### src/accPkg.sv
// Single-bank build; instruction fields sit in the low bits and the upper bits are ignored
`default_nettype none

package accPkg;

    // Bus and buffer geometry
    localparam int PortWidth = 128;
    localparam int SramWidth = 256;
    localparam int SramWord  = 128;
    localparam int AddrWidth = 7;
    localparam int NumWidth  = 8;

    typedef logic [SramWidth-1:0] sramWordT;

    // Code 2'b11 is illegal
    typedef enum logic [1:0] {
        OpLoad   = 2'd0,
        OpStore  = 2'd1,
        OpFinish = 2'd2
    } opcodeT;

    typedef struct packed {
        logic [SramWidth-2-NumWidth-AddrWidth-1:0] reserved;
        opcodeT                                    opcode;
        logic [NumWidth-1:0]                       wordNum;
        logic [AddrWidth-1:0]                      glbAddr;
    } instrT;

    // One host word, seen as payload or as an instruction
    typedef union packed {
        sramWordT raw;
        instrT    instr;
    } ccuWordT;

endpackage

`default_nettype wire

### src/itfStreamIf.sv
// Valid/ready in both directions; valid and data must hold until the word moves
`default_nettype none

interface itfStreamIf;
    import accPkg::*;

    logic     dirOut;
    sramWordT inWord;
    logic     inVld;
    logic     inRdy;
    sramWordT outWord;
    logic     outLast;
    logic     outVld;
    logic     outRdy;

    modport ccu (output dirOut, input inWord, input inVld, output inRdy,
                 output outWord, output outLast, output outVld, input outRdy);

    modport itf (input dirOut, output inWord, output inVld, input inRdy,
                 input outWord, input outLast, input outVld, output outRdy);

endinterface

`default_nettype wire

### src/padItf.sv
// Host must hold valid and data until ready; low half goes first and padDatLast is not sampled
`default_nettype none

module padItf (
    input  logic                         clk,
    input  logic                         rstN,
    input  logic [accPkg::PortWidth-1:0] padDatIn,
    input  logic                         padVldIn,
    input  logic                         padRdyIn,
    output logic [accPkg::PortWidth-1:0] padDatOut,
    output logic                         padVldOut,
    output logic                         padLastOut,
    output logic                         padRdyOut,
    output logic                         datOe,
    itfStreamIf.itf                      strm
);
    import accPkg::*;

    logic [PortWidth-1:0] halfReg;
    logic                 beatSel;
    sramWordT             outWordReg;
    logic                 outLastReg;
    logic                 outFull;
    logic                 outBeat;
    logic                 inBeatGo;
    logic                 outBeatGo;
    logic                 outLoad;

    // ========================================================================
    // Host to chip
    // ========================================================================
    assign padRdyOut = !datOe && strm.inRdy;
    assign inBeatGo  = padVldIn && padRdyOut;

    // Word is offered together with its high beat
    assign strm.inWord = {padDatIn, halfReg};
    assign strm.inVld  = !datOe && padVldIn && beatSel;

    always_ff @(posedge clk) begin
        if (inBeatGo && !beatSel) begin
            halfReg <= padDatIn;
        end
    end

    // ========================================================================
    // Chip to host
    // ========================================================================
    assign padVldOut  = datOe && outFull;
    assign padDatOut  = outBeat ? outWordReg[SramWidth-1:PortWidth] : outWordReg[PortWidth-1:0];
    assign padLastOut = padVldOut && outBeat && outLastReg;
    assign outBeatGo  = padVldOut && padRdyIn;

    // Next word may load while the high beat of the current one leaves
    assign strm.outRdy = datOe && (!outFull || (outBeatGo && outBeat));
    assign outLoad     = strm.outVld && strm.outRdy;

    always_ff @(posedge clk) begin
        if (outLoad) begin
            outWordReg <= strm.outWord;
        end
    end

    always_ff @(posedge clk or negedge rstN) begin
        if (!rstN) begin
            beatSel    <= 1'b0;
            outFull    <= 1'b0;
            outBeat    <= 1'b0;
            outLastReg <= 1'b0;
            datOe      <= 1'b0;
        end else begin
            if (inBeatGo) begin
                beatSel <= !beatSel;
            end
            if (outLoad) begin
                outFull    <= 1'b1;
                outBeat    <= 1'b0;
                outLastReg <= strm.outLast;
            end else if (outBeatGo) begin
                if (outBeat) begin
                    outFull <= 1'b0;
                end
                outBeat <= !outBeat;
            end
            // Turn the bus around only between words
            if (!beatSel && !outFull) begin
                datOe <= strm.dirOut;
            end
        end
    end

    // Stalled beat stays on the pads
    assert property (@(posedge clk) disable iff (!rstN)
        (padVldOut && !padRdyIn) |=> (padVldOut && $stable(padDatOut)))
        else $error("padItf: output beat changed while stalled");

endmodule

`default_nettype wire

### src/flat_wrapper.sv
// flat-port wrapper written by rule: the top's interface ports become plain ports
module padItf_flat import accPkg::*;
  (clk, rstN, padDatIn, padVldIn, padRdyIn, padDatOut, padVldOut, padLastOut, padRdyOut, datOe, strm_dirOut, strm_inWord, strm_inVld, strm_inRdy, strm_outWord, strm_outLast, strm_outVld, strm_outRdy);
  itfStreamIf strm_i ();
  input  logic clk;
  input  logic rstN;
  input  logic [accPkg::PortWidth-1:0] padDatIn;
  input  logic padVldIn;
  input  logic padRdyIn;
  output logic [accPkg::PortWidth-1:0] padDatOut;
  output logic padVldOut;
  output logic padLastOut;
  output logic padRdyOut;
  output logic datOe;
  input wire logic [$bits(strm_i.dirOut)-1:0] strm_dirOut;
  output wire logic [$bits(strm_i.inWord)-1:0] strm_inWord;
  output wire logic [$bits(strm_i.inVld)-1:0] strm_inVld;
  input wire logic [$bits(strm_i.inRdy)-1:0] strm_inRdy;
  input wire logic [$bits(strm_i.outWord)-1:0] strm_outWord;
  input wire logic [$bits(strm_i.outLast)-1:0] strm_outLast;
  input wire logic [$bits(strm_i.outVld)-1:0] strm_outVld;
  output wire logic [$bits(strm_i.outRdy)-1:0] strm_outRdy;
  assign strm_i.dirOut = strm_dirOut;
  assign strm_inWord = strm_i.inWord;
  assign strm_inVld = strm_i.inVld;
  assign strm_i.inRdy = strm_inRdy;
  assign strm_i.outWord = strm_outWord;
  assign strm_i.outLast = strm_outLast;
  assign strm_i.outVld = strm_outVld;
  assign strm_outRdy = strm_i.outRdy;
  padItf u_core (.clk(clk), .rstN(rstN), .padDatIn(padDatIn), .padVldIn(padVldIn), .padRdyIn(padRdyIn), .padDatOut(padDatOut), .padVldOut(padVldOut), .padLastOut(padLastOut), .padRdyOut(padRdyOut), .datOe(datOe), .strm(strm_i));
endmodule
### config.mk
export PLATFORM = sky130hd
export DESIGN_NAME = padItf_flat
export DESIGN_NICKNAME = d
export VERILOG_FILES = /design/src/accPkg.sv /design/src/itfStreamIf.sv /design/src/padItf.sv /design/src/flat_wrapper.sv
export SDC_FILE = /design/constraint.sdc
export NUM_CORES = 1
export LEC_CHECK = 0
export ABC_AREA = 1
export BUFFER_PORTS_ARGS = -buffer_cell sky130_fd_sc_hd__buf_4
export CAP_MARGIN = 25
export CORE_AREA = 2 2 307 309
export DETAILED_ROUTE_END_ITERATION = 7
export DIE_AREA = 0 0 309 311
export PLACE_DENSITY_LB_ADDON = 0.1
export REMOVE_ABC_BUFFERS = 1
export SYNTH_ARGS = -nofsm -noshare
export SYNTH_HDL_FRONTEND = slang
export SYNTH_SLANG_ARGS = --single-unit
### constraint.sdc
create_clock -name clk -period 17.2 [get_ports clk]
set_input_delay 2.58 -clock clk [delete_from_list [all_inputs] [get_ports clk]]
set_output_delay 2.58 -clock clk [all_outputs]
set_load 0.005 [all_outputs]
# Yosys cells after proc, flatten, opt, wreduce, memory -nomap -nowiden
# Index checks and enable logic that the tools add are counted.
# classes
n_shift	0
multipliers	0
n_div	0
n_eq_ne	0
bitwise_logic	0
n_reduce_logical	21
add_sub_neg	0
n_lt_le_gt_ge	0
n_mux	6
# ops
operator	count
2-to-1 mux 128 bit	1
logical AND 1 bit	13
2-to-1 mux 1 bit	5
logical NOT 1 bit	4
nonzero test 2 bit	2
AND reduction 2 bit	1
logical OR 1 bit	1
# word_totals
register_bits	389
romBits	0
mem_count	0
input_bits	392
elab_cells	34
latch_bits	0
ramBits	0

# Depth between registers and ports, before layout
# depth
ltp_word	8
mapped_depth	6

# Least setup slack after synthesis
# Ideal clock, no wire load.
# synth_path
path_kind	input to register
from	input padRdyIn
to	register u_core.outWordReg[0], enable pin
slack_ns	7.521
n_path_buf	0
arrival_ns	7.498
cell_stages	4
path_cell_list	nand4_1 nand2_2 nand3_2 clkinv_1
# synth_via
elab_chain_cells	5
# synth_lines
element	line	rtl
start: declaration	flat_wrapper.sv:9	input logic padRdyIn;
logical AND 1 bit	padItf.sv:51	assign outBeatGo = padVldOut && padRdyIn;
logical AND 1 bit	padItf.sv:54	assign strm.outRdy = datOe && (!outFull || (outBeatGo && outBeat));
logical OR 1 bit	padItf.sv:54	
logical AND 1 bit	padItf.sv:54	
logical AND 1 bit	padItf.sv:55	assign outLoad = strm.outVld && strm.outRdy;
net u_core.outLoad	padItf.sv:27	logic outLoad;
end signal: assignment	padItf.sv:59	outWordReg <= strm.outWord;
end: declaration	padItf.sv:21	sramWordT outWordReg;
# The timed path passes the listed nets, and every way through them passes these cells.
# A chain may end at the register's enable or synchronous reset.

# Final worst setup path
# layout_path
from	input padRdyIn
to	register u_core.outWordReg[35], enable pin
# Same word-level chain as after synthesis.

==> results.py <==
metrics = {
    "status": {
        "status": "complete, no violations",
    },
    "finish": {
        "num-fill-cells": 9943,
        "multi_input_area_um2": 1560,
        "fin_area_um2": 22400,
        "syn2layout_area_growth_pct": 55.8,
        "drive_gt1_share_pct": 51.3,
        "nNetsFinal": 2036,
        "regArea_um2": 11700,
        "final_util_pct": 24.1,
        "fin_cells": 2940,
    },
    "die": {
        "dieArea_um2": 96100,
        "start_util_pct": 15.5,
        "rows": 112,
        "core_um2": 92800,
        "fp.dieW_um": 309,
        "io_pins": 782,
        "fp.dieH_um": 311,
    },
    "routing": {
        "drt_iter0_markers": 540,
        "routed_via_density": 3.33,
        "finalWirelength_um": 58800,
        "postRouteAntennaNets": 0,
        "drc_errors": 0,
        "via_count": 9784,
        "drt_pass1_iterations": 4,
        "avgRoutedWirePerCell_um": 20.0,
    },
    "yosys": {
        "synth_cell_types": 16,
        "yosys-top-cells-area": "edfxtp_1 (80%), nand2_1 (10%), buf_4 (7.2%), dfrtp_1 (0.87%), buf_2 (0.56%)",
        "yosysTopAreaCell": "edfxtp_1",
        "synth-seq-area-share_pct": 81.2,
        "syn_area_per_cell_um2": 15.0,
        "ys.warnings.count": 0,
        "synth_area_um2": 14400,
        "netlist_instances": 958,
        "synth_top_area_share_pct": 80.3,
        "ys_ff_latch": 389,
    },
    "timing": {
        "worst_pin_slew_ps": 1030,
        "fin_skew_ps": 25.0,
        "max_freq_ghz": 0.171,
        "max-slew-margin-rel_pct": 31.6,
        "whs_ps": 486,
        "setup_viol": 0,
        "slew_viol_final": 0,
        "fin_crit_ps": 5850,
        "hold_viol": 0,
        "setup_tns_ps": 0,
        "min_period_over_period_pct": 34.0,
        "rsz0062_at_grt": "false",
    },
    "critical_path": {
        "r2r_slack_ps": 12810,
        "required_ps": 17410,
        "start_kind": "input pin",
        "worstSetupPathType": "input pin to register",
        "cp-end-kind": "register",
        "cp.arrival_ps": 6060,
        "crit_fanout": 72,
    },
    "global_route": {
        "overflow": 0,
        "top_usage_layer": "met2",
        "grt_max_degree": 73,
        "grt_first_pass_wirelength_um": 79300,
        "grtUsageMet2_pct": 22.9,
        "met1_usage_pct": 10.8,
        "grtUsageMet3_pct": 4.97,
        "grt_pass1_vias": 10300,
        "grt_antenna_before_repair": 10,
        "grt_use_total_pct": 11.8,
    },
    "placement": {
        "place_area_um2": 20800,
        "dp_hpwl_um": 45200,
        "gp_congestion": 0.744,
        "io_buffers": 781,
        "placed_cells_incl_taps": 2846,
    },
    "cts": {
        "cts_root_buf": "clkbuf_16",
        "cts_max_path_buffers": 3,
        "clk_pin_slew_ps": 60,
        "clk_latency_ps": 590,
        "post-cts-setup-buffer-count": 0,
        "cts_tree": "built",
        "cts_buffers": 50,
        "post_cts_resized": 0,
        "h-tree-depth": 2,
        "holdBufCountCts": 0,
        "clock_sinks": 389,
    },
    "worst_hold_path": {
        "hold_class": "register to register",
    },
    "power": {
        "p_per_area_nw_per_um2": 138,
        "vdd_drop_max_uv": 86.3,
        "p_leak_uw": 0.00936,
    },
    "job": {
        "maxCapViolCount": 0,
    },
}
-- per-layer routing --
metal,vias to the layer above,wire length [um]
met5,-,99
met4,14,1510
met3,84,5840
met2,458,32600
met1,4683,18800
li1,4545,-
-- kinds of logic after synthesis --
family,Yosys count,synth area share (%)
AOI/OAI and AO/OA,1,0.0348
and+or+nand+nor,405,10.7
buffers and inverters,162,7.98
DFF,389,81.2
xor gates and xnor gates,1,0.0610
-- report_power, final --
part	internal, uW	switching [uW]	total [uW]
clock	625	418	1040
combinational	351	465	817
sequential	1190	38.3	1230
-- sequential cells by signal (all words and copies together), names as in the netlist --
register / flops
u_core.outWordReg: 256
u_core.datOe: 1
u_core.outLastReg: 1
u_core.outBeat: 1
u_core.beatSel: 1
u_core.halfReg: 128
u_core.outFull: 1
-- worst max-delay path, stage by stage --
cell and delay, ps:
buf_4 80, nand4_1 130, nand2_2 140, nand3_2 150, inv_8 390, buf_4 750
buf_4 760, buf_4 810
-- cell type report --
class,instances,share of cell area (%)
tap,1254,7.02
sequential,389,52.1
multi-input combinational,407,6.97
timing repair buffer,790,26.5
clock buffer,56,5.79
antenna,3,0.0336
clock inverter,35,1.38
inverter,6,0.145
-- path summary, 6_finish.rpt --
path / from / to / cells past startpoint
setup / recovery: padRdyIn / u_core.outWordReg[35]$_DFFE_PP_ / 8
hold / removal: u_core.outLastReg$_DFFE_PN0P_ / u_core.outLastReg$_DFFE_PN0P_ / 2
setup reg to reg: u_core.outBeat$_DFFE_PN0P_ / u_core.outWordReg[35]$_DFFE_PP_ / 7
hold reg to reg: u_core.outLastReg$_DFFE_PN0P_ / u_core.outLastReg$_DFFE_PN0P_ / 2
max in group asynchronous: rstN / u_core.outBeat$_DFFE_PN0P_ / 1
min in group asynchronous: rstN / u_core.beatSel$_DFFE_PN0P_ / 1
-- through the flow --
stage | total power [uW] | setup WS (ps)
3_5_place_dp | 2110 | 10680
6_report | 3090 | 11350
2_1_floorplan | 1560 | 7470
5_1_grt | 3280 | 11030
3_3_place_gp | 2110 | 10720
4_1_cts | 3190 | 11360
-- cells in the mapped netlist --
cell type and number:
buf_2 16, buf_4 138, clkbuf_1 2, clkinv_1 1, dfrtp_1 5, edfxtp_1 384, inv_1 4, inv_2 1
nand2_1 394, nand2_2 1, nand3_2 1, nand4_1 2, nor2_1 6, nor3b_1 1, o21ai_0 1, xnor2_1 1
-- cells in the final DEF, fill, tap and decap left out --
cell	Yosys	layout
edfxtp_1	384	384
o21ai_0	1	1
nor2_4	0	1
clkinv_1	1	19
inv_1	4	4
nand3_2	1	1
dfrtp_4	0	1
diode_2	0	3
nand2_1	394	394
buf_4	138	790
xnor2_1	1	1
inv_6	0	1
nand2_2	1	1
clkinvlp_4	0	1
nor3b_1	1	1
inv_8	0	1
inv_4	0	1
clkbuf_1	2	5
nor2_1	6	5
bufinv_16	0	6
clkinv_2	0	8
nand4_1	2	2
clkbuf_16	0	51
dfrtp_1	5	4
Power figures use the tool's default switching activity.
