File: config.mk
export PLATFORM = sky130hd
export DESIGN_NAME = startDebounce
export DESIGN_NICKNAME = d
export VERILOG_FILES = /design/src/startDebounce.sv
export SDC_FILE = /design/constraint.sdc
export NUM_CORES = 1
export LEC_CHECK = 0
export BUFFER_PORTS_ARGS = -buffer_cell sky130_fd_sc_hd__buf_2
export CORE_AREA = 2 2 39 41
export DETAILED_ROUTE_END_ITERATION = 10
export DIE_AREA = 0 0 41 43
export PLACE_DENSITY = 0.48
export SLEW_MARGIN = 20
export SYNTH_ARGS = -nofsm -noshare
export SYNTH_HDL_FRONTEND = slang
export SYNTH_SLANG_ARGS = --single-unit
File: constraint.sdc
create_clock -name clk -period 1.6 [get_ports clk]
set_input_delay 0.16 -clock clk [delete_from_list [all_inputs] [get_ports clk]]
set_output_delay 0.16 -clock clk [all_outputs]
set_load 0.005 [all_outputs]
File: src/startDebounce.sv
// Button is active high and asynchronous; DebCycles must be at least 1
`default_nettype none

module startDebounce #(
    parameter int DebCycles = 16
) (
    input  logic clk,
    input  logic rstN,
    input  logic btn,
    output logic startPls
);
    localparam int CntWidth = $clog2(DebCycles + 1);

    logic                btnMeta;
    logic                btnSmp;
    logic                level;
    logic                levelDly;
    logic [CntWidth-1:0] cnt;

    always_ff @(posedge clk or negedge rstN) begin
        if (!rstN) begin
            btnMeta  <= 1'b0;
            btnSmp   <= 1'b0;
            level    <= 1'b0;
            levelDly <= 1'b0;
            startPls <= 1'b0;
            cnt      <= '0;
        end else begin
            // Two-stage synchronizer
            btnMeta  <= btn;
            btnSmp   <= btnMeta;
            levelDly <= level;
            // Release of the button starts the run
            startPls <= levelDly && !level;
            if (btnSmp == level) begin
                cnt <= '0;
            end else if (cnt == CntWidth'(DebCycles - 1)) begin
                level <= btnSmp;
                cnt   <= '0;
            end else begin
                cnt <= cnt + 1'b1;
            end
        end
    end

endmodule

`default_nettype wire

# Yosys cells after proc, flatten, opt, wreduce, memory -nomap -nowiden
# Cells that the tools add are included.
[op_classes]
n_mux = 2
n_eq_ne = 2
n_reduce_logical = 3
bitwise = 1
add_sub_neg = 1
[op_table]
columns = ["cell", "n"]
rows = [
  ["2-to-1 mux 5 bit", 2],
  ["adder 5 x 1 -> 5 bit (second input constant)", 1],
  ["== test 5 x 4 -> 1 bit (second input constant)", 1],
  ["AND reduction 2 bit", 1],
  ["== test 1 bit", 1],
  ["logical AND 1 bit", 1],
  ["logical NOT 1 bit", 1],
  ["inverter 1 bit", 1],
]
[word_totals]
word_cells = 15
ff_bits = 10
out_inout_bits = 1
inputBits = 3

# Logic depth before layout (Yosys ltp)
# Gate-level depths: netlist (run 1).
[logic_depth]
word_depth = 3
depth_mapped = 4
mapped_depth_nobuf = 4

# Worst setup path after synthesis (run 1)
# OpenSTA, ideal clock, no wires.
[synth_timing]
path_kind = "reg-to-reg"
start = "register cnt[0]"
end = "register level"
arrival_time_ns = 1.040
path_slack_ns = 0.433
synth_period_minus_slack_ns = 1.167
n_path_buf = 0
stages_incl_launch_ff = 5
required_ns = 1.473
setup_time_ns = 0.127
cell_sequence = "dfrtp_1 -> ha_1 -> nand3_2 -> nor2_1 -> mux2_1"
[synth_between]
elab_chain_len = 2
[synth_rtl]
columns = ["element", "line_no", "rtl"]
rows = [
  ["from (decl)", "18", "logic [CntWidth-1:0] cnt;"],
  ["from (signal assigned)", "41", "cnt <= cnt + 1'b1;"],
  ["== test 5 x 4 -> 1 bit", "37", "end else if (cnt == CntWidth'(DebCycles - 1)) begin"],
  ["AND reduction 2 bit (no line)", "--", ""],
  ["to (signal assigned)", "38", "level <= btnSmp;"],
  ["to (decl)", "16", "logic level;"],
]
# No other way between the ends.
# A chain may end at the register's enable or synchronous reset.

# Final worst setup path (run 1)
# Same ends and word-level chain as after synthesis.

==> results of run 1 <==
area by class of cell:
| type | count | area share, % |
|---|---|---|
| clock buffers | 4 | 7.88 |
| inverters | 1 | 0.815 |
| multi-input cells | 15 | 25.0 |
| flip-flops and latches | 10 | 54.3 |
| well taps | 16 | 4.35 |
| repair buffers | 5 | 7.61 |
power breakdown:
group	total (W)	internal [W]	switching, W	leakage, nW
sequential	0.000267	0.000262	0.00000582	0.133
clock	0.000226	0.000138	0.0000873	0.0210
combinational	0.0000248	0.0000119	0.0000128	0.0889
total	0.000518	0.000412	0.000106	0.242
sequential cells by signal (all words and copies together), names as in the netlist:
name / cells
btnSmp: 1
startPls: 1
cnt: 5
level: 1
levelDly: 1
btnMeta: 1
worst reg2reg max path, delay by kind of cell, from the launching register on:
family | cells | cell delay (ns)
mux | 1 | 0.32
fa+ha+maj | 1 | 0.21
flops | 1 | 0.37
simple gates | 2 | 0.23
cell usage after synthesis:
cell type  number
mux2_1          1
nand3_2         1
dfrtp_1        10
xor2_1          3
nor2_2          1
inv_1           1
and3_2          1
o21ai_2         1
nor2_1          3
nand3_1         1
ha_1            1
and2b_2         1
and2_2          1
cell families (layout without fill, tap and decap cells):
group	count (synthesis)	in the layout	share of synthesized area, %
mux	1	1	3.05
fa+ha+maj	1	1	3.39
xor+xnor	3	3	7.12
buf+inv	1	10	1.02
flops	10	10	67.8
compound gates	1	1	2.37
simple gates	9	9	15.3
metal layers:
layer  wire length (µm)  share of wire [%]
met2                203                 42
met5                  0                  0
met1                217                 45
met3                 19                4.0
met4                 40                8.3
how the worst min path moves through the flow:
stage,cells past startpoint,to,slack [ns],from
2_1_floorplan,0,btnMeta,-0.14,rstN
3_3_place_gp,1,cnt[1],0.02,rstN
3_5_place_dp,1,cnt[0],0.03,rstN
4_1_cts,2,cnt[4],0.27,rstN
5_1_grt,2,btnSmp,0.28,rstN
6_report,2,cnt[4],0.28,rstN
metrics by stage:
stage	area, µm²	utilization, %	std cells
5_1_grt	460	33.3	51
3_3_place_gp	404	29.2	45
3_5_place_dp	404	29.2	45
4_1_cts	460	33.3	51
2_1_floorplan	369	-	26
6_report	460	33.3	51
==> reports/qor_table.md, run 1 <==
| Result | This run | Unit |
|:---|:---|:---|
| Cell accounting for the most synthesized area | dfrtp_1 | - |
| Pleak | 0.242 | nW |
| Layout-stage area growth over the synthesis result | 24.7 | % |
| Post-layout net count | 40 | - |
| Critical Path Start | cnt[0] | - |
| Total Routing Usage GR | 9.07 | % |
| Flop and latch count out of synthesis | 10 | - |
| Syn. warnings | 0 | - |
| Clock tree root driver cell | clkbuf_4 | - |
| Maximum fanout count along the critical path | 3 | - |
| Post-detailed-placement half-perimeter wirelength | 340 | µm |
| Final setup TNS | 0 | ns |
| Max Clock Freq | 810 | MHz |
| Count of cell instances traversed by the critical path | 4 | - |
| Type of the worst setup path | reg2reg | - |
| Final worst slack | 0.365 | ns |
| Synth Area per Inst | 14.2 | µm² |
| Crit-path leading delay family | flip-flops | - |
| Number of failing setup endpoints in the final timing report | 0 | - |
| Maximum number of buffers from clock root to sink | 2 | - |
| Slew Limit Fails | 0 | - |
| I/O pins | 4 | - |
| Status | finished, final reports clean | - |
| Initial Utilization | 26.7 | % |
| Cell Pwr Density | 1120 | nW/µm² |
| Worst-path cell chain | ha_1, nand3_2, nor2_1, mux2_1 | - |
| First-pass GRT wire length | 910 | µm |
| Fraction of final layout cells sized beyond drive strength 1 | 37.1 | % |
| Number of maximum-capacitance constraint violations | 0 | - |
| Residual DRC count | 0 | - |
| Busiest layer in global routing | met4 | - |
| Vias in the first global route | 224 | - |
| Sequential standard cell area | 250 | µm² |
| CTS sink count | 10 | - |
| Number of vias after detailed routing | 208 | - |
| CP arrival | 1.39 | ns |
| Placer congestion estimate | 0.689 | - |
| CP startpoint kind | flip-flop | - |
| Number of buffers created by CTS | 3 | - |
| Setup slack after placement | 0.374 | ns |
| Number of levels in the clock H-tree | 1 | - |
| Total routed wirelength | 481 | µm |
| Main area contributors after synthesis | dfrtp_1 (68%), xor2_1 (7.1%), ha_1 (3.4%) | - |
| Length in cells of the worst reg-to-reg path | 4 | - |
| Minimum setup slack among reg-to-reg paths | 0.36 | ns |
| TritonCTS clock tree | yes | - |
| Width of the die | 41 | µm |
| Number of iterations in the first detailed-routing pass | 1 | - |
| Vertical die dimension | 43 | µm |
| Setup repair after global routing missed its margin | false | - |
| Tightest Pin Transition | 0.246 | ns |
| Number of antenna violations at the first check in global routing | 0 | - |
| Area of the multi-input gates | 115 | µm² |
| Worst clock skew | 0.00141 | ns |
| Number of cell rows | 14 | - |
| Final period demand of the worst path | 1.24 | ns |
| Number of buffers inserted by hold repair at cts | 2 | - |
| Peak per-stage delay on the critical path | 0.37 | ns |
| Number of DRC markers in iteration 0 | 0 | - |
| Worst R2R Start | cnt[0] | - |
| Area inside the core boundary | 1380 | µm² |
| Required time of the critical path | 1.75 | ns |
| Gate Count Post-Synth | 26 | - |
| Post-route fraction of the period consumed by the critical path | 77.2 | % |
| Share of the synthesized area in the top cell type | 67.8 | % |
| Commonest cells after routing, fill and taps aside | dfrtp_1 (10), xor2_1 (3), nor2_1 (3), clkbuf_4 (3), buf_2 (3) | - |
| Final Hold Violating Endpoints | 0 | - |
| Endpoint of the most critical register-to-register path | level | - |
| Worst path bufs/invs | 0 | - |
| Total congestion overflow | 0 | - |
| Crit path to | level | - |
| Number of port buffers | 3 | - |
| Met1 GRT Util | 8.45 | % |
| Max VDD drop | 0.473 | mV |
| Total power | 0.000518 | W |
| Synth Net Count | 30 | - |
| Detail-routed via count per cell | 4.08 | - |
| Post-cts repair resize count | 0 | - |
| Sort of element at the end of the critical path | flip-flop | - |
| Count of cell types in the netlist | 13 | - |
| Worst max-slew margin expressed relative to the limit | 83.6 | % |
| Routed wirelength normalized by instance count | 9.43 | µm |
| Pin count of the biggest net entering global routing | 11 | - |
| Number of filler instances in the final layout | 135 | - |
| Cell with the largest stage delay on the worst path | dfrtp_1 | - |
| Most common cell after layout, fill and taps aside | dfrtp_1 | - |
| Floorplan die area | 1760 | µm² |
| Clock Latency Late Sink | 0.26 | ns |
| Diodes inserted | 0 | - |
| Tightest hold margin | 0.278 | ns |
| Number of nets with antenna violations after routing | 0 | - |
| Sequential share of the synthesized area | 67.8 | % |
| Classification of the worst-slack hold path | in2async | - |
| Clock-pin slew of the registers on the worst-case setup and hold paths | 0.06 | ns |
| Post-synth design cell area | 369 | µm² |
| Met2 Usage GRT | 11.6 | % |
| Met3 Usage GRT | 3.14 | % |
| Number of post-CTS setup repair buffers | 0 | - |
Power figures use the tool's default switching activity.
==> run 2, diff against run 1 <==
==> constraint.sdc (replaced) <==
create_clock -name clk -period 1.2 [get_ports clk]
set_input_delay 0.12 -clock clk [delete_from_list [all_inputs] [get_ports clk]]
set_output_delay 0.12 -clock clk [all_outputs]
set_load 0.005 [all_outputs]
==> reports/qor_table.md, run 2 (synthesized netlist as in run 1, its figures left out) <==
| Result | This run | Unit | vs previous |
|:---|:---|:---|:---|
| Maximum fanout count along the critical path | 2 | - | -1 |
| Floorplan die area | 1760 | µm² | unchanged |
| Minimum setup slack among reg-to-reg paths | 0.03 | ns | -0.34 ns |
| Number of cell rows | 14 | - | unchanged |
| Residual DRC count | 0 | - | unchanged |
| Pin count of the biggest net entering global routing | 11 | - | unchanged |
| Area of the multi-input gates | 138 | µm² | +20% |
| Status | finished, final reports clean | - |  |
| Layout-stage area growth over the synthesis result | 34.9 | % |  |
| Final core utilization | 36.0 | % | +2.7 points |
| Cell with the largest stage delay on the worst path | dfrtp_1 | - |  |
| Tightest hold margin | 0.235 | ns | -0.0431 ns |
| Crit path to | level | - |  |
| Peak per-stage delay on the critical path | 0.40 | ns | +0.03 ns |
| Maximum number of buffers from clock root to sink | 2 | - | unchanged |
| Number of vias after detailed routing | 225 | - | +8.2% |
| Initial Utilization | 26.7 | % | unchanged |
| Clock-pin slew of the registers on the worst-case setup and hold paths | 0.07 | ns | about the same |
| Post-layout net count | 42 | - | +5.0% |
| Most common cell after layout, fill and taps aside | dfrtp_1 | - |  |
| Sort of element at the end of the critical path | flip-flop | - |  |
| Diodes inserted | 0 | - | unchanged |
| Count of cell instances traversed by the critical path | 4 | - | unchanged |
| Post-route fraction of the period consumed by the critical path | 97.7 | % | +20 points |
| Commonest cells after routing, fill and taps aside | dfrtp_1 (10), xor2_1 (3), clkbuf_4 (3), buf_2 (3) | - |  |
| Number of DRC markers in iteration 0 | 3 | - | +3 |
| TritonCTS clock tree | yes | - |  |
| Crit-path leading delay family | flip-flops | - |  |
| Number of buffers created by CTS | 3 | - | unchanged |
| Placer congestion estimate | 0.714 | - | +3.6% |
| Total Routing Usage GR | 9.29 | % | +0.21 points |
| Number of filler instances in the final layout | 136 | - | +0.74% |
| CTS sink count | 10 | - | unchanged |
| CP startpoint kind | flip-flop | - |  |
| Classification of the worst-slack hold path | in2async | - |  |
| Fraction of final layout cells sized beyond drive strength 1 | 45.9 | % | +8.8 points |
| First-pass GRT wire length | 993 | µm | +9.1% |
| Number of levels in the clock H-tree | 1 | - | unchanged |
| CP arrival | 1.32 | ns | -0.07 ns |
| Vias in the first global route | 258 | - | +15% |
| Most flop-heavy register | cnt | - |  |
| Endpoint of the most critical register-to-register path | level | - |  |
| Tightest Pin Transition | 0.333 | ns | +0.0871 ns |
| Worst clock skew | 0.000210 | ns | -0.00120 ns |
| Number of failing setup endpoints in the final timing report | 0 | - | unchanged |
| Final period demand of the worst path | 1.17 | ns | -0.0629 ns |
| Setup repair after global routing missed its margin | true | - |  |
| Vertical die dimension | 43 | µm | unchanged |
| Cell Pwr Density | 1410 | nW/µm² | +26% |
| Routed wirelength normalized by instance count | 10.0 | µm | +6.2% |
| Width of the die | 41 | µm | unchanged |
| Critical Path Start | cnt[1] | - |  |
| Required time of the critical path | 1.35 | ns | -0.40 ns |
| Sequential standard cell area | 250 | µm² | unchanged |
| Number of post-CTS setup repair buffers | 0 | - | unchanged |
| Number of maximum-capacitance constraint violations | 0 | - | unchanged |
| Number of nets with antenna violations after routing | 0 | - | unchanged |
| Worst max-slew margin expressed relative to the limit | 77.7 | % | -5.8 points |
| I/O pins | 4 | - | unchanged |
| Total routed wirelength | 531 | µm | +10% |
| Total congestion overflow | 0 | - | unchanged |
| Pleak | 0.251 | nW | +3.5% |
| Clock Latency Late Sink | 0.26 | ns | about the same |
| Detail-routed via count per cell | 4.25 | - | +4.1% |
| Max FFs per register | 5 | - | unchanged |
| Number of iterations in the first detailed-routing pass | 2 | - | +1 |
| Number of port buffers | 3 | - | unchanged |
| Post-detailed-placement half-perimeter wirelength | 368 | µm | +8.3% |
| Final Hold Violating Endpoints | 0 | - | unchanged |
| Number of antenna violations at the first check in global routing | 0 | - | unchanged |
| Clock tree root driver cell | clkbuf_4 | - |  |
| Worst path bufs/invs | 0 | - | unchanged |
| Worst R2R Start | cnt[1] | - |  |
| Length in cells of the worst reg-to-reg path | 4 | - | unchanged |
| Area inside the core boundary | 1380 | µm² | unchanged |
| Worst-path cell chain | ha_4, nand3_2, nor2_2, mux2_1 | - |  |
| Slew Limit Fails | 0 | - | unchanged |
| Max Clock Freq | 853 | MHz | +5.4% |
| Max VDD drop | 0.435 | mV | -8.1% |
| Type of the worst setup path | reg2reg | - |  |
[run 2: cell count changes in the layout (fill, tap and decap cells not counted)]
cell,before,now
buf_4,0,2
ha_1,1,0
ha_4,0,1
nor2_1,3,2
nor2_2,1,2
o21ai_2,1,0
o21ai_4,0,1
[run 2: power breakdown]
part           switching (W)  internal [W]
logic              0.0000191     0.0000228
clock network       0.000118      0.000184
registers          0.0000105      0.000349
[run 2: how the worst min path moves through the flow]
| stage | to | cells past startpoint |
|---|---|---|
| after floorplan | btnMeta | 0 |
| after global placement | cnt[0] | 1 |
| after detailed placement | cnt[0] | 1 |
| after CTS | cnt[0] | 2 |
| after global routing | btnMeta | 2 |
| final | cnt[0] | 2 |
[run 2: area by class of cell]
class	count	area share, %
Timing Repair Buffer	7	10.1
Tap cell	16	4.02
Clock buffer	4	7.29
Multi-Input combinational cell	15	27.6
Inverter	1	0.754
Sequential cell	10	50.3
[run 2: worst register-to-register path: cells and delay by family, from the launching register on]
| kind | cells | cell delay (ns) |
|---|---|---|
| adder cells (fa/ha/maj) | 1 | 0.16 |
| flip-flops | 1 | 0.40 |
| multiplexers | 1 | 0.31 |
| AND/OR/NAND/NOR | 2 | 0.18 |
[run 2: timing repair]
item / CTS / global route
endpoints found under the hold margin: 11 / 0
hold buffers: 2 / 0
pin swaps: 0 / 1
resized for setup: 1 / 3
setup endpoints to repair: 1 / 4
[run 2: layer usage]
layer  track usage, %  vias to the layer above  part of all wire [%]
met5                0                        -                     0
met4             12.0                        0                   1.5
li1                 -                      106                     -
met3             3.14                        2                   4.5
met1             9.49                      113                    43
met2             12.2                        4                    50
[run 2: per-stage QoR]
| step | instance area, µm² | instances | worst slack, ns | setup TNS [ns] | total power, W |
|---|---|---|---|---|---|
| after floorplan | 369 | 26 | 0.0330 | 0 | 0.000378 |
| after global placement | 419 | 47 | 0.0257 | 0 | 0.000393 |
| after detailed placement | 419 | 47 | 0.00584 | 0 | 0.000395 |
| after CTS | 478 | 53 | 0.00253 | 0 | 0.000705 |
| after global routing | 498 | 53 | -0.0239 | -0.0239 | 0.000743 |
| final | 498 | 53 | 0.0277 | 0 | 0.000703 |
