### src/accPkg.sv
// Single-bank build; instruction fields sit in the low bits and the upper bits are ignored
`default_nettype none

package accPkg;

    // Bus and buffer geometry
    localparam int PortWidth = 128;
    localparam int SramWidth = 256;
    localparam int SramWord  = 128;
    localparam int AddrWidth = 7;
    localparam int NumWidth  = 8;

    typedef logic [SramWidth-1:0] sramWordT;

    // Code 2'b11 is illegal
    typedef enum logic [1:0] {
        OpLoad   = 2'd0,
        OpStore  = 2'd1,
        OpFinish = 2'd2
    } opcodeT;

    typedef struct packed {
        logic [SramWidth-2-NumWidth-AddrWidth-1:0] reserved;
        opcodeT                                    opcode;
        logic [NumWidth-1:0]                       wordNum;
        logic [AddrWidth-1:0]                      glbAddr;
    } instrT;

    // One host word, seen as payload or as an instruction
    typedef union packed {
        sramWordT raw;
        instrT    instr;
    } ccuWordT;

endpackage

`default_nettype wire

### src/itfStreamIf.sv
// Valid/ready in both directions; valid and data must hold until the word moves
`default_nettype none

interface itfStreamIf;
    import accPkg::*;

    logic     dirOut;
    sramWordT inWord;
    logic     inVld;
    logic     inRdy;
    sramWordT outWord;
    logic     outLast;
    logic     outVld;
    logic     outRdy;

    modport ccu (output dirOut, input inWord, input inVld, output inRdy,
                 output outWord, output outLast, output outVld, input outRdy);

    modport itf (input dirOut, output inWord, output inVld, input inRdy,
                 input outWord, input outLast, input outVld, output outRdy);

endinterface

`default_nettype wire

### src/glbPortIf.sv
// No back-pressure on either port; read data returns one cycle after rdEn
`default_nettype none

interface glbPortIf;
    import accPkg::*;

    logic                 wrEn;
    logic [AddrWidth-1:0] wrAddr;
    sramWordT             wrDat;
    logic                 rdEn;
    logic [AddrWidth-1:0] rdAddr;
    sramWordT             rdDat;
    logic                 rdVld;

    modport ccu (output wrEn, output wrAddr, output wrDat,
                 output rdEn, output rdAddr, input rdDat, input rdVld);

    modport glb (input wrEn, input wrAddr, input wrDat,
                 input rdEn, input rdAddr, output rdDat, output rdVld);

endinterface

`default_nettype wire

### src/ccuSequencer.sv
// Runs LOAD, STORE and FINISH only; a zero word count makes LOAD or STORE a no-op
`default_nettype none

module ccuSequencer (
    input  logic    clk,
    input  logic    rstN,
    input  logic    start,
    output logic    netFnh,
    itfStreamIf.ccu strm,
    glbPortIf.ccu   glb
);
    import accPkg::*;

    localparam logic [1:0] StIdle  = 2'd0;
    localparam logic [1:0] StFetch = 2'd1;
    localparam logic [1:0] StLoad  = 2'd2;
    localparam logic [1:0] StStore = 2'd3;

    logic [1:0]           state;
    logic [AddrWidth-1:0] addr;
    logic [NumWidth-1:0]  remain;
    logic [NumWidth-1:0]  outRemain;
    ccuWordT              inWordU;
    sramWordT             hold [2];
    logic                 wrPtr;
    logic                 rdPtr;
    logic [1:0]           holdCnt;
    logic                 inGo;
    logic                 popGo;

    // ========================================================================
    // Datapath
    // ========================================================================
    assign inWordU     = strm.inWord;
    assign strm.inRdy  = (state == StFetch) || (state == StLoad);
    assign inGo        = strm.inVld && strm.inRdy;
    assign strm.dirOut = (state == StStore);

    assign glb.wrEn   = inGo && (state == StLoad);
    assign glb.wrAddr = addr;
    assign glb.wrDat  = inWordU.raw;

    // Count the word still in flight so the holding buffer never overflows
    assign glb.rdEn   = (state == StStore) && (remain != '0) &&
                        ((holdCnt + 2'(glb.rdVld)) < 2'd2);
    assign glb.rdAddr = addr;

    assign strm.outVld  = (state == StStore) && (holdCnt != 2'd0);
    assign strm.outWord = hold[rdPtr];
    assign strm.outLast = (outRemain == NumWidth'(1));
    assign popGo        = strm.outVld && strm.outRdy;

    always_ff @(posedge clk) begin
        if (glb.rdVld) begin
            hold[wrPtr] <= glb.rdDat;
        end
    end

    always_ff @(posedge clk or negedge rstN) begin
        if (!rstN) begin
            wrPtr   <= 1'b0;
            rdPtr   <= 1'b0;
            holdCnt <= 2'd0;
        end else begin
            wrPtr   <= wrPtr ^ glb.rdVld;
            rdPtr   <= rdPtr ^ popGo;
            holdCnt <= holdCnt + 2'(glb.rdVld) - 2'(popGo);
        end
    end

    // ========================================================================
    // Instruction FSM
    // ========================================================================
    always_ff @(posedge clk or negedge rstN) begin
        if (!rstN) begin
            state     <= StIdle;
            addr      <= '0;
            remain    <= '0;
            outRemain <= '0;
            netFnh    <= 1'b0;
        end else begin
            case (state)
                StIdle: begin
                    if (start) begin
                        netFnh <= 1'b0;
                        state  <= StFetch;
                    end
                end
                StFetch: begin
                    if (inGo) begin
                        addr      <= inWordU.instr.glbAddr;
                        remain    <= inWordU.instr.wordNum;
                        outRemain <= inWordU.instr.wordNum;
                        case (inWordU.instr.opcode)
                            OpLoad: begin
                                if (inWordU.instr.wordNum != '0) begin
                                    state <= StLoad;
                                end
                            end
                            OpStore: begin
                                if (inWordU.instr.wordNum != '0) begin
                                    state <= StStore;
                                end
                            end
                            OpFinish: begin
                                netFnh <= 1'b1;
                                state  <= StIdle;
                            end
                            default: state <= StIdle;
                        endcase
                    end
                end
                StLoad: begin
                    if (inGo) begin
                        addr   <= addr + AddrWidth'(1);
                        remain <= remain - NumWidth'(1);
                        if (remain == NumWidth'(1)) begin
                            state <= StFetch;
                        end
                    end
                end
                default: begin
                    if (glb.rdEn) begin
                        addr   <= addr + AddrWidth'(1);
                        remain <= remain - NumWidth'(1);
                    end
                    // Leave once the final word is handed to the pad side
                    if (popGo) begin
                        outRemain <= outRemain - NumWidth'(1);
                        if (outRemain == NumWidth'(1)) begin
                            state <= StFetch;
                        end
                    end
                end
            endcase
        end
    end

    assert property (@(posedge clk) disable iff (!rstN)
        ((state == StFetch) && inGo) |-> (inWordU.instr.opcode != 2'b11))
        else $error("ccuSequencer: illegal opcode fetched");

endmodule

`default_nettype wire

### src/flat_wrapper.sv
// flat-port wrapper written by rule: the top's interface ports become plain ports
module ccuSequencer_flat import accPkg::*;
  (clk, rstN, start, netFnh, strm_dirOut, strm_inWord, strm_inVld, strm_inRdy, strm_outWord, strm_outLast, strm_outVld, strm_outRdy, glb_wrEn, glb_wrAddr, glb_wrDat, glb_rdEn, glb_rdAddr, glb_rdDat, glb_rdVld);
  itfStreamIf strm_i ();
  glbPortIf glb_i ();
  input  logic clk;
  input  logic rstN;
  input  logic start;
  output logic netFnh;
  output wire logic [$bits(strm_i.dirOut)-1:0] strm_dirOut;
  input wire logic [$bits(strm_i.inWord)-1:0] strm_inWord;
  input wire logic [$bits(strm_i.inVld)-1:0] strm_inVld;
  output wire logic [$bits(strm_i.inRdy)-1:0] strm_inRdy;
  output wire logic [$bits(strm_i.outWord)-1:0] strm_outWord;
  output wire logic [$bits(strm_i.outLast)-1:0] strm_outLast;
  output wire logic [$bits(strm_i.outVld)-1:0] strm_outVld;
  input wire logic [$bits(strm_i.outRdy)-1:0] strm_outRdy;
  output wire logic [$bits(glb_i.wrEn)-1:0] glb_wrEn;
  output wire logic [$bits(glb_i.wrAddr)-1:0] glb_wrAddr;
  output wire logic [$bits(glb_i.wrDat)-1:0] glb_wrDat;
  output wire logic [$bits(glb_i.rdEn)-1:0] glb_rdEn;
  output wire logic [$bits(glb_i.rdAddr)-1:0] glb_rdAddr;
  input wire logic [$bits(glb_i.rdDat)-1:0] glb_rdDat;
  input wire logic [$bits(glb_i.rdVld)-1:0] glb_rdVld;
  assign strm_dirOut = strm_i.dirOut;
  assign strm_i.inWord = strm_inWord;
  assign strm_i.inVld = strm_inVld;
  assign strm_inRdy = strm_i.inRdy;
  assign strm_outWord = strm_i.outWord;
  assign strm_outLast = strm_i.outLast;
  assign strm_outVld = strm_i.outVld;
  assign strm_i.outRdy = strm_outRdy;
  assign glb_wrEn = glb_i.wrEn;
  assign glb_wrAddr = glb_i.wrAddr;
  assign glb_wrDat = glb_i.wrDat;
  assign glb_rdEn = glb_i.rdEn;
  assign glb_rdAddr = glb_i.rdAddr;
  assign glb_i.rdDat = glb_rdDat;
  assign glb_i.rdVld = glb_rdVld;
  ccuSequencer u_core (.clk(clk), .rstN(rstN), .start(start), .netFnh(netFnh), .strm(strm_i), .glb(glb_i));
endmodule
### config.mk
export PLATFORM = sky130hd
export DESIGN_NAME = ccuSequencer_flat
export DESIGN_NICKNAME = d
export VERILOG_FILES = /design/src/accPkg.sv /design/src/itfStreamIf.sv /design/src/glbPortIf.sv /design/src/ccuSequencer.sv /design/src/flat_wrapper.sv
export SDC_FILE = /design/constraint.sdc
export NUM_CORES = 1
export LEC_CHECK = 0
export CAP_MARGIN = 10
export CORE_AREA = 2 2 407 409
export CTS_CLUSTER_DIAMETER = 40
export DETAILED_ROUTE_END_ITERATION = 10
export DIE_AREA = 0 0 409 411
export DONT_BUFFER_PORTS = 1
export GPL_TIMING_DRIVEN = 0
export SLEW_MARGIN = 20
export SYNTH_ARGS = -nofsm -noshare
export SYNTH_HDL_FRONTEND = slang
export SYNTH_SLANG_ARGS = --single-unit
### constraint.sdc
create_clock -name clk -period 17.43 [get_ports clk]
set_input_delay 1.743 -clock clk [delete_from_list [all_inputs] [get_ports clk]]
set_output_delay 1.743 -clock clk [all_outputs]
set_load 0.05 [all_outputs]
* Word level (Yosys, flattened, before mapping)
Memory sizes are Yosys's and may differ from the RTL's.
Index checks and enable logic that the tools add are counted.
** Cells by class
- Mux-type cells :: 26
- Bitwise gates (word level) :: 4
- Order comparisons :: 1
- Add/sub/neg operators :: 5
- Eq/ne operators :: 14
- Reductions and logical operators :: 22
** Operators by type and width (count)
- $mux W8 :: 4
- $pmux W8 S3 :: 1
- $mux W7 :: 3
- $pmux W7 S3 :: 1
- $eq A8 B1 Y1 const B :: 2
- $mux W2 :: 8
- $pmux W8 S2 :: 1
- $reduce_bool A8 Y1 :: 2
- $sub A8 B1 Y8 const B :: 2
- $reduce_and A4 Y1 :: 2
- $reduce_and A8 Y1 :: 1
- $reduce_bool A4 Y1 :: 2
- $add A7 B1 Y7 const B :: 1
- $eq A2 B2 Y1 const B :: 3
- $logic_and A1 B1 Y1 :: 6
- $ne A2 B2 Y1 const B :: 3
- $ne A3 B3 Y1 const B :: 2
- $pmux W2 S3 :: 1
- $reduce_bool A2 Y1 :: 3
- $mux W1 :: 5
- $eq A2 B1 Y1 const B :: 2
- $logic_not A2 Y1 :: 2
- $ne A2 B1 Y1 const B :: 2
- $pmux W2 S2 :: 1
- 10 further kinds :: 12
** Storage, ports and cells
- Output and inout bits :: 533
- Memories :: 1
- Register bits after elaboration :: 30
- Bits in writable memories :: 512
** Memory list
- u_core.hold :: words 2, bits a word 256, rd ports 1, clocked after Yosys merged registers in 0, wr ports 1, line ccuSequencer.sv:24 : sramWordT hold [2];

* Longest topological paths before layout
Gate-level depths: netlist of run 1.
- Depth in word-level cells :: 5
- Mapped depth :: 9

* Worst setup path before layout of run 1
OpenSTA, ideal clock, no wires.
- Kind :: input port to flip-flop
- Start point :: input port glb_rdVld
- End point :: memory u_core.hold[0][0] (netlist name) (enable)
- Path slack :: 9.140 ns
- Data arrival time :: 7.639 ns
- Path buffers :: 0
- Stages :: 1
- Path through :: ha_1
** Between the ends
- Longest elaborated chain between the ends :: 2
** Ends and longest elaborated chain
- start, declared :: line flat_wrapper.sv:24 : input wire logic [$bits(glb_i.rdVld)-1:0] glb_rdVld;
- $mux W1 :: line ccuSequencer.sv:54 : if (glb.rdVld) begin
- $mux W1 (implied by the code) :: line ccuSequencer.sv:55 : hold[wrPtr] <= glb.rdDat;
- end, declared :: line ccuSequencer.sv:24
Every way passes these cells.

* Final worst setup path of run 1
- Start point :: register u_core.rdPtr
- End point :: output port strm_outWord[218]
** Between the ends
- Longest elaborated chain between the ends :: 1
** Ends and longest elaborated chain
- start, declared :: line ccuSequencer.sv:26 : logic rdPtr;
- start signal, assigned :: line ccuSequencer.sv:66 : rdPtr <= rdPtr ^ popGo;
- $mem_v2 Z2 W256
- end, declared :: line flat_wrapper.sv:14 : output wire logic [$bits(strm_i.outWord)-1:0] strm_outWord;
Every way passes these cells.

==> results.py, run 1 <==
metrics = {
    "synth": {
        "synthArstFlopShare": 0.05535,
        "synth_cell_types": 61,
        "ys.flop_type": "edfxtp_1",
        "netlist_instances": 1282,
        "seq_area_frac_synth": 0.7179,
        "postSynthAreaPerCell_um2": 17.52,
        "synth_warnings": 0,
        "synth-edff-count": 512,
        "synth_fp_nets": 1814,
        "ys_ff_latch": 542,
        "syn-cell-area_um2": 22460,
    },
    "cells_and_area": {
        "design_area_um2": 28290,
        "seq_area_um2": 16130,
        "fill_cells": 17670,
        "final_cell_mix": "edfxtp_1 (512), buf_4 (264), mux2_2 (256)",
        "final_core_util": 0.1726,
        "drive_above_1_share": 0.4815,
        "final_common_cell": "edfxtp_1",
        "finalNetCount": 1906,
        "syn_to_final_growth_pct": 25.92,
        "multiInputGateArea_um2": 4119,
    },
    "placed_design": {
        "place_hpwl_mm": 79.63,
        "io_buffers": 0,
        "gp_congestion": 0.8363,
        "place_area_um2": 25530,
    },
    "clocking": {
        "clk_latency_ns": 0.66,
        "cts_made_buffers": 79,
        "clk_path_buf_depth": 3,
        "cts.sinks": 542,
        "cts_max_level": 3,
        "cts_resized": 0,
        "cts_tree": "yes",
        "clk_pin_slew_ns": 0.05,
        "cts_setup_buffers": 0,
        "ctsHoldBuffers": 0,
        "cts-root-buf": "clkbuf_16",
    },
    "timing": {
        "max_slew.worst_pin.slew_ns": 0.9544,
        "fin_tns_setup_ns": 0,
        "setup_viol": 0,
        "maxSlewViolCount": 0,
        "fmax_mhz": 198.7,
        "rsz0062_at_grt": "no",
        "holdWs_ns": 0.5416,
        "finClkSkew_ns": 0.01450,
        "hold_viol_final": 0,
        "slew_headroom": 0.3608,
        "period_minus_slack_ns": 5.033,
        "post-route-period-util": 0.2887,
    },
    "detailed_routing": {
        "drc": 0,
        "drt_pass1_iterations": 4,
        "drtIter0Drc": 696,
        "wl_mm": 94.61,
        "num_vias": 11650,
        "routed_via_density": 3.174,
        "wl_met3_mm": 13.97,
        "wl_met1_mm": 26.27,
        "ant_nets": 0,
        "dr.max_layer_used": "met5",
        "wl_met2_mm": 50.95,
        "wl_per_cell_um": 25.78,
    },
    "status": {
        "status": "complete, no violations",
    },
    "power_and_ir_drop": {
        "power_leakage_nw": 9.447,
        "ir_drop_mv": 0.1388,
        "power_density_nw_per_um2": 203.5,
        "design_power_total_mw": 5.757,
    },
    "setup_path": {
        "worstSetupStartpointType": "flop",
        "critPathRequiredTime_ns": 15.69,
        "critPathLaunch": "u_core.rdPtr$_DFF_PN0_",
        "crit_fanout": 10,
        "crit_arrival_ns": 3.29,
        "worstSetupPathType": "reg2out",
        "r2r_start": "u_core.state[0]$_DFFE_PN0P_",
        "endpoint_kind": "output port",
    },
    "global_routing": {
        "grt_antenna_before_repair": 105,
        "grt-ovfl-total": 0,
        "grt_max_degree": 50,
        "grtUsageTotal": 0.1071,
        "grt_first_pass_wirelength_mm": 116.5,
        "grt_pass1_vias": 11670,
    },
    "hold_path": {
        "worstHoldStart": "u_core.outRemain[3]$_DFFE_PN0P_",
        "min_path_type": "reg2reg",
    },
    "floorplan": {
        "die_y_um": 411,
        "ioPinCount": 1051,
        "fp.coreArea_um2": 163900,
        "die-area_um2": 168100,
        "start_util": 0.1371,
        "dieWidth_um": 409,
        "row_count": 149,
    },
    "job": {
        "max-cap-violations": 0,
    },
}
-- metrics by stage --
step | setup slack (ns) | cells
final | 12.40 | 3670
after global routing | 12.02 | 3630
after CTS | 12.04 | 3624
after detailed placement | 12.80 | 3482
after global placement | 4.886 | 3471
after floorplan | 9.140 | 1282
-- cells by family after synthesis --
logic type / after synthesis / synth area share
flops: 542 / 0.7179
fa+ha+maj: 14 / 0.007798
simple gates: 79 / 0.02061
compound gates: 63 / 0.02312
xor+xnor: 3 / 0.001504
buf+inv: 323 / 0.09987
mux: 258 / 0.1292
-- final timing paths --
| check | end | slack, ns | cells past startpoint |
|---|---|---|---|
| setup reg to reg | u_core.glb.rdAddr[5]$_DFFE_PN0P_ | 14.40 | 7 |
| hold / removal | u_core.outRemain[3]$_DFFE_PN0P_ | 0.54 | 1 |
| min in group asynchronous | u_core.remain[7]$_DFFE_PN0P_ | 0.78 | 0 |
| setup / recovery | strm_outWord[218] | 12.40 | 4 |
| max in group asynchronous | u_core.wrPtr$_DFF_PN0_ | 16.55 | 0 |
| hold reg to reg | u_core.outRemain[3]$_DFFE_PN0P_ | 0.54 | 1 |
-- worst max-delay path: stages, from the launching register on --
cell and delay, ns:
dfrtp_1 0.32, clkbuf_1 0.36, clkbuf_1 0.68, clkbuf_1 0.68
mux2_2 0.57
-- flip-flops by register name, summed over array words and instances (netlist names) --
register / cells
u_core.state: 2
u_core.glb.rdAddr: 7
u_core.holdCnt: 2
u_core.wrPtr: 1
u_core.hold: 512
u_core.rdPtr: 1
u_core.netFnh: 1
u_core.remain: 8
u_core.outRemain: 8
-- routing by layer --
layer,up-vias,GRT usage
li1,4848,-
met1,5692,0.08728
met2,801,0.2026
met3,251,0.07000
met4,58,0.03709
met5,-,0
-- power breakdown --
group	switching, mW	leakage, nW	internal [mW]	total, mW
combinational	1.78	3.01	0.527	2.31
clock	0.618	1.27	0.974	1.59
sequential	0.121	5.17	1.73	1.85
total	2.52	9.45	3.23	5.76
-- area by class of cell --
class                           instances  area share
Sequential cell                       542      0.5701
Multi-Input combinational cell        417      0.1456
Tap cell                             2189     0.09683
Buffer                                302     0.07666
Clock buffer                           88     0.07184
Clock inverter                         54     0.02167
Timing Repair Buffer                   11     0.01044
Antenna cell                           46    0.004070
Inverter                               21    0.002787
-- synthesized netlist by cell type (all sizes together) (2+ instances only) --
cell / n / area (um^2)
o22a: 4 / 37.54
a21oi: 11 / 55.05
nand4b: 2 / 17.52
nand2b: 2 / 12.51
o32a: 5 / 56.30
edfxtp: 512 / 15370
a31oi: 3 / 18.77
and3: 3 / 18.77
o22ai: 3 / 18.77
o21ai: 7 / 46.30
ha: 14 / 175.2
mux2: 256 / 2883
buf: 271 / 2048
nor3b: 3 / 22.52
nand4: 10 / 62.56
nand2: 11 / 41.29
nor4: 3 / 18.77
dfrtp: 30 / 750.7
mux2i: 2 / 20.02
nand3: 10 / 50.05
xnor2: 3 / 33.79
o32ai: 2 / 17.52
or3: 5 / 37.54
or2b: 4 / 32.53
inv: 21 / 78.83
nor3: 5 / 30.03
a2bb2oi: 3 / 26.28
o211ai: 4 / 30.03
nor2: 14 / 67.56
o221a: 7 / 78.82
o21a: 2 / 15.01
or2: 3 / 18.77
clkbuf: 31 / 116.4
No activity file was read; power rests on OpenSTA's default activity.
==> run 2: changes to the inputs <==
clock period = 5.15 ns   (was 17.43 ns; I/O delays follow)
==> results.py, run 2 (synthesis results as in run 1) <==
metrics = {
    "timing": {
        "slew_headroom": 0.2932,
        "fin_tns_setup_ns": 0,
        "period_minus_slack_ns": 3.775,
        "max_slew.worst_pin.slew_ns": 1.060,
        "holdWs_ns": 0.08523,
        "finClkSkew_ns": 0.01643,
        "setup_viol": 0,
        "fmax_mhz": 264.9,
        "post-route-period-util": 0.7329,
        "hold_viol_final": 0,
        "rsz0062_at_grt": "no",
        "setup_slack_ns": 1.375,
        "maxSlewViolCount": 0,
    },
    "clocking": {
        "cts_setup_buffers": 0,
        "clk_latency_ns": 0.65,
        "cts_made_buffers": 70,
        "clk_pin_slew_ns": 0.05,
        "cts.sinks": 542,
        "cts_max_level": 3,
        "clk_path_buf_depth": 3,
        "cts-root-buf": "clkbuf_16",
        "cts_tree": "yes",
        "ctsHoldBuffers": 270,
        "cts_resized": 0,
    },
    "global_routing": {
        "busiest_layer": "met2",
        "use_met1": 0.1063,
        "grt_max_degree": 53,
        "grt.met2_usage": 0.2017,
        "grtUsageMet3": 0.03980,
        "grt_antenna_before_repair": 89,
        "grt-ovfl-total": 0,
        "grtUsageTotal": 0.1072,
        "grt_first_pass_wirelength_mm": 119.0,
        "grt_pass1_vias": 12950,
    },
    "cells_and_area": {
        "final_core_util": 0.1863,
        "top_regs": "u_core.hold (512), u_core.outRemain (8), u_core.remain (8)",
        "regMostFlops": "u_core.hold",
        "drive_above_1_share": 0.3961,
        "largest_reg_flops": 512,
        "final_common_cell": "edfxtp_1",
        "syn_to_final_growth_pct": 35.92,
        "fill_cells": 17430,
        "final_cell_mix": "edfxtp_1 (512), dlygate4sd3_1 (269), buf_4 (264)",
        "finalNetCount": 2169,
    },
    "setup_path": {
        "crit_arrival_ns": 3.26,
        "crit_family": "buffers and inverters",
        "worstSetupStartpointType": "flop",
        "worstSetupPathType": "reg2out",
        "critPathBufInv": 3,
        "r2r_start": "u_core.state[0]$_DFFE_PN0P_",
        "timing.rr.end": "u_core.glb.rdAddr[5]$_DFFE_PN0P_",
        "ff2ff_path_depth": 7,
        "r2r_slack_ns": 2.05,
        "slowest_delay_ns": 0.68,
        "cp_common_cell": "clkbuf_1",
        "critPathRequiredTime_ns": 4.64,
        "crit_path_top_delay_cell": "clkbuf_1",
        "crit_fanout": 10,
        "crit_chain": "clkbuf_1, clkbuf_1, clkbuf_1, mux2_2",
        "endpoint_kind": "output port",
    },
    "power_and_ir_drop": {
        "power_leakage_nw": 10.38,
        "ir_drop_mv": 0.4916,
        "design_power_total_mw": 18.96,
        "power_density_nw_per_um2": 621.2,
    },
    "placed_design": {
        "place_hpwl_mm": 77.81,
        "gp_congestion": 0.8374,
        "io_buffers": 0,
        "place_ws_ns": 1.785,
    },
    "floorplan": {
        "dieWidth_um": 409,
        "die_y_um": 411,
        "ioPinCount": 1051,
        "start_util": 0.1371,
        "fp.coreArea_um2": 163900,
        "die-area_um2": 168100,
        "row_count": 149,
    },
    "detailed_routing": {
        "ant_nets": 0,
        "drtIter0Drc": 640,
        "drt_pass1_iterations": 5,
        "drc": 0,
        "wl_per_cell_um": 24.29,
        "num_vias": 12610,
        "routed_via_density": 3.237,
        "wl_mm": 94.63,
    },
    "job": {
        "max-cap-violations": 0,
    },
    "hold_path": {
        "worstHoldStart": "strm_inWord[1]",
        "min_path_type": "in2reg",
        "min_to": "u_core.glb.rdAddr[1]$_DFFE_PN0P_",
        "hold_depth": 2,
    },
    "status": {
        "status": "complete, no violations",
    },
}
==> run 2: power by group <==
part / internal (mW) / leakage (nW) / switching [mW]
Combinational: 1.95 / 4.15 / 6.13
Clock: 2.72 / 1.06 / 1.89
Sequential: 5.87 / 5.17 / 0.415
==> run 2: layer usage <==
layer,share of wire,wire length (um)
met2,0.54,50750
met3,0.087,8191
met4,0.031,2901
met5,0.0017,159
met1,0.34,32630
==> run 2: how the worst max path moves through the flow <==
stage / start / end / slack [ns] / cells after the start
2_1_floorplan: glb_rdVld / u_core.hold[1][0]$_DFFE_PP_ / 0.93 / 1
3_3_place_gp: glb_rdVld / u_core.hold[0][39]$_DFFE_PP_ / -1.28 / 1
3_5_place_dp: u_core.rdPtr$_DFF_PN0_ / strm_outWord[245] / 1.79 / 4
4_1_cts: u_core.rdPtr$_DFF_PN0_ / strm_outWord[245] / 1.04 / 4
5_1_grt: u_core.rdPtr$_DFF_PN0_ / strm_outWord[239] / 1.05 / 4
6_report: u_core.rdPtr$_DFF_PN0_ / strm_outWord[245] / 1.38 / 4
==> run 2: worst reg2reg max path, cell delays in order (launching register included) <==
cell       delay [ns]
dfrtp_1          0.39
inv_1            0.08
ha_1             0.71
or2b_2           0.52
a31oi_1          0.76
or3_1            0.22
a2bb2oi_1        0.15
o221ai_1         0.13
==> run 2: cell type report <==
class | instances | area [um^2] | area share
tap | 2189 | 2739 | 0.08971
buffer | 302 | 2167 | 0.07098
inverter | 21 | 78.83 | 0.002582
antenna | 22 | 55.05 | 0.001803
clock buffer | 85 | 1829 | 0.05992
multi-input combinational | 417 | 4119 | 0.1349
timing repair buffer | 283 | 3040 | 0.09959
sequential | 542 | 16130 | 0.5282
clock inverter | 34 | 376.6 | 0.01234
==> run 2: metrics by stage <==
step                      std cells  area (um^2)
after CTS                      3873        30480
after floorplan                1282        22470
after detailed placement       3484        25560
after global placement         3471        25210
final                          3895        30530
after global routing           3880        30490
==> run 3: changes to the inputs <==
clock period = 3.7 ns   (was 5.15 ns; I/O delays follow)
==> results.py, run 3 (synthesis results as in run 1) <==
metrics = {
    "placed_design": {
        "place_ws_ns": 0.2135,
        "place_area_um2": 25510,
        "io_buffers": 0,
        "place_hpwl_mm": 81.22,
        "gp_congestion": 0.8846,
    },
    "timing": {
        "maxSlewViolCount": 0,
        "setup_viol": 0,
        "fmax_mhz": 301.4,
        "rsz0062_at_grt": "no",
        "holdWs_ns": 0.1201,
        "period_minus_slack_ns": 3.318,
        "finClkSkew_ns": 0.03658,
        "post-route-period-util": 0.8967,
        "setup_slack_ns": 0.3823,
        "slew_headroom": 0.3780,
        "max_slew.worst_pin.slew_ns": 0.9330,
        "hold_viol_final": 0,
    },
    "setup_path": {
        "worstSetupStartpointType": "flop",
        "crit_arrival_ns": 2.95,
        "timing.rr.end": "u_core.glb.rdAddr[5]$_DFFE_PN0P_",
        "r2r_start": "u_core.state[0]$_DFFE_PN0P_",
        "crit_fanout": 10,
        "ff2ff_path_depth": 7,
        "worstSetupPathType": "reg2out",
        "endpoint_kind": "output port",
        "critPathRequiredTime_ns": 3.33,
        "r2r_slack_ns": 0.99,
    },
    "floorplan": {
        "die-area_um2": 168100,
        "start_util": 0.1371,
        "fp.coreArea_um2": 163900,
        "die_y_um": 411,
        "row_count": 149,
        "ioPinCount": 1051,
        "dieWidth_um": 409,
    },
    "clocking": {
        "cts_max_level": 3,
        "cts-root-buf": "clkbuf_16",
        "clk_pin_slew_ns": 0.04,
        "cts_tree": "yes",
        "cts.sinks": 542,
        "cts_made_buffers": 83,
        "cts_setup_buffers": 0,
        "clk_latency_ns": 0.67,
        "clk_path_buf_depth": 3,
    },
    "power_and_ir_drop": {
        "power_leakage_nw": 10.77,
        "design_power_total_mw": 27.94,
        "power_density_nw_per_um2": 892.5,
        "ir_drop_mv": 0.6868,
        "p_sw_frac": 0.4328,
        "p_sw_mw": 12.09,
        "p_int_mw": 15.85,
        "seq_power_share": 0.313,
        "pwr-share-clk": 0.289,
        "p_comb_frac": 0.398,
    },
    "detailed_routing": {
        "wl_per_cell_um": 25.31,
        "num_vias": 13090,
        "drc": 0,
        "drtIter0Drc": 985,
        "wl_mm": 99.87,
        "ant_nets": 0,
        "routed_via_density": 3.318,
        "drt_pass1_iterations": 5,
    },
    "hold_path": {
        "min_to": "u_core.outRemain[0]$_DFFE_PN0P_",
        "worstHoldStart": "strm_inVld",
        "hold_depth": 3,
        "min_path_type": "in2reg",
    },
    "cells_and_area": {
        "largest_reg_flops": 512,
        "finalNetCount": 2188,
        "syn_to_final_growth_pct": 39.34,
        "drive_above_1_share": 0.4142,
        "final_common_cell": "edfxtp_1",
        "design_area_um2": 31300,
        "regMostFlops": "u_core.hold",
        "top_regs": "u_core.hold (512), u_core.outRemain (8), u_core.remain (8)",
        "final_cell_mix": "edfxtp_1 (512), dlygate4sd3_1 (276), buf_4 (264)",
    },
    "global_routing": {
        "grt-ovfl-total": 0,
        "grt_pass1_vias": 13100,
        "grt_first_pass_wirelength_mm": 125.4,
        "grtUsageTotal": 0.1131,
        "grt_antenna_before_repair": 99,
        "grt_max_degree": 52,
    },
    "job": {
        "max-cap-violations": 0,
    },
    "status": {
        "status": "complete, no violations",
    },
}
run 3: cell types whose count changed in the layout (fill, tap and decap cells not counted), moves of 6 or more:
cell | previous run | this run
clkbuf_1 | 43 | 24
clkbuf_16 | 71 | 85
bufinv_16 | 3 | 9
inv_6 | 4 | 13
inv_8 | 4 | 10
dlygate4sd3_1 | 269 | 276
clkbuf_2 | 2 | 10
diode_2 | 22 | 33
run 3: worst max-delay path by stage:
stage	endpoint	from	slack [ns]	depth (start not counted)
2_1_floorplan	u_core.hold[0][0]$_DFFE_PP_	u_core.wrPtr$_DFF_PN0_	0.93	2
3_3_place_gp	u_core.hold[0][9]$_DFFE_PP_	u_core.wrPtr$_DFF_PN0_	-0.37	2
3_5_place_dp	strm_outWord[219]	u_core.rdPtr$_DFF_PN0_	0.21	4
4_1_cts	strm_outWord[204]	u_core.rdPtr$_DFF_PN0_	0.004	4
5_1_grt	strm_outWord[244]	u_core.rdPtr$_DFF_PN0_	0.01	4
6_report	strm_outWord[42]	u_core.rdPtr$_DFF_PN0_	0.38	4
run 3: per-layer routing:
layer / part of all wire / routed length [um] / global-route usage
met2: 0.53 / 52470 / 0.2075
met3: 0.096 / 9625 / 0.04912
met1: 0.33 / 33400 / 0.1105
met5: 0.0026 / 259 / 0
met4: 0.041 / 4106 / 0.04619
run 3: area by class of cell:
class / count / area [um^2]
Fill cell: 17450 / 132600
Sequential cell: 542 / 16130
Inverter: 21 / 78.83
Tap cell: 2189 / 2739
Antenna cell: 33 / 82.58
Multi-Input combinational cell: 417 / 4119
Clock inverter: 61 / 716.9
Buffer: 302 / 2177
Clock buffer: 92 / 2193
Timing Repair Buffer: 289 / 3068
run 3: critical path, stage by stage (launching register included):
cell,delay (ns)
dfrtp_1,0.32
clkbuf_1,0.35
clkbuf_2,0.49
clkbuf_1,0.55
mux2_2,0.58
run 3: what timing repair did:
action | CTS | global route
hold buffers | 277 | 0
endpoints found under the hold margin | 568 | 0
pin swaps | 0 | 0
setup endpoints to repair | 80 | 3
resized for setup | 7 | 2
run 3: metrics by stage:
step	util	instances	setup TNS, ns
after floorplan	-	1282	0
after global placement	0.1539	3471	-134.64
after detailed placement	0.1557	3483	0
after CTS	0.1905	3913	0
after global routing	0.1908	3934	0
final	0.1910	3946	0
run 3: power groups by stage:
stage / Sequential (mW) / Clock, mW / Combinational, mW
after floorplan: 8.78 / 0 / 8.84
after global placement: 8.97 / 0 / 10.7
after detailed placement: 8.86 / 0 / 11.0
after CTS: 8.74 / 8.30 / 11.3
after global routing: 8.85 / 8.53 / 11.6
final: 8.74 / 8.07 / 11.1
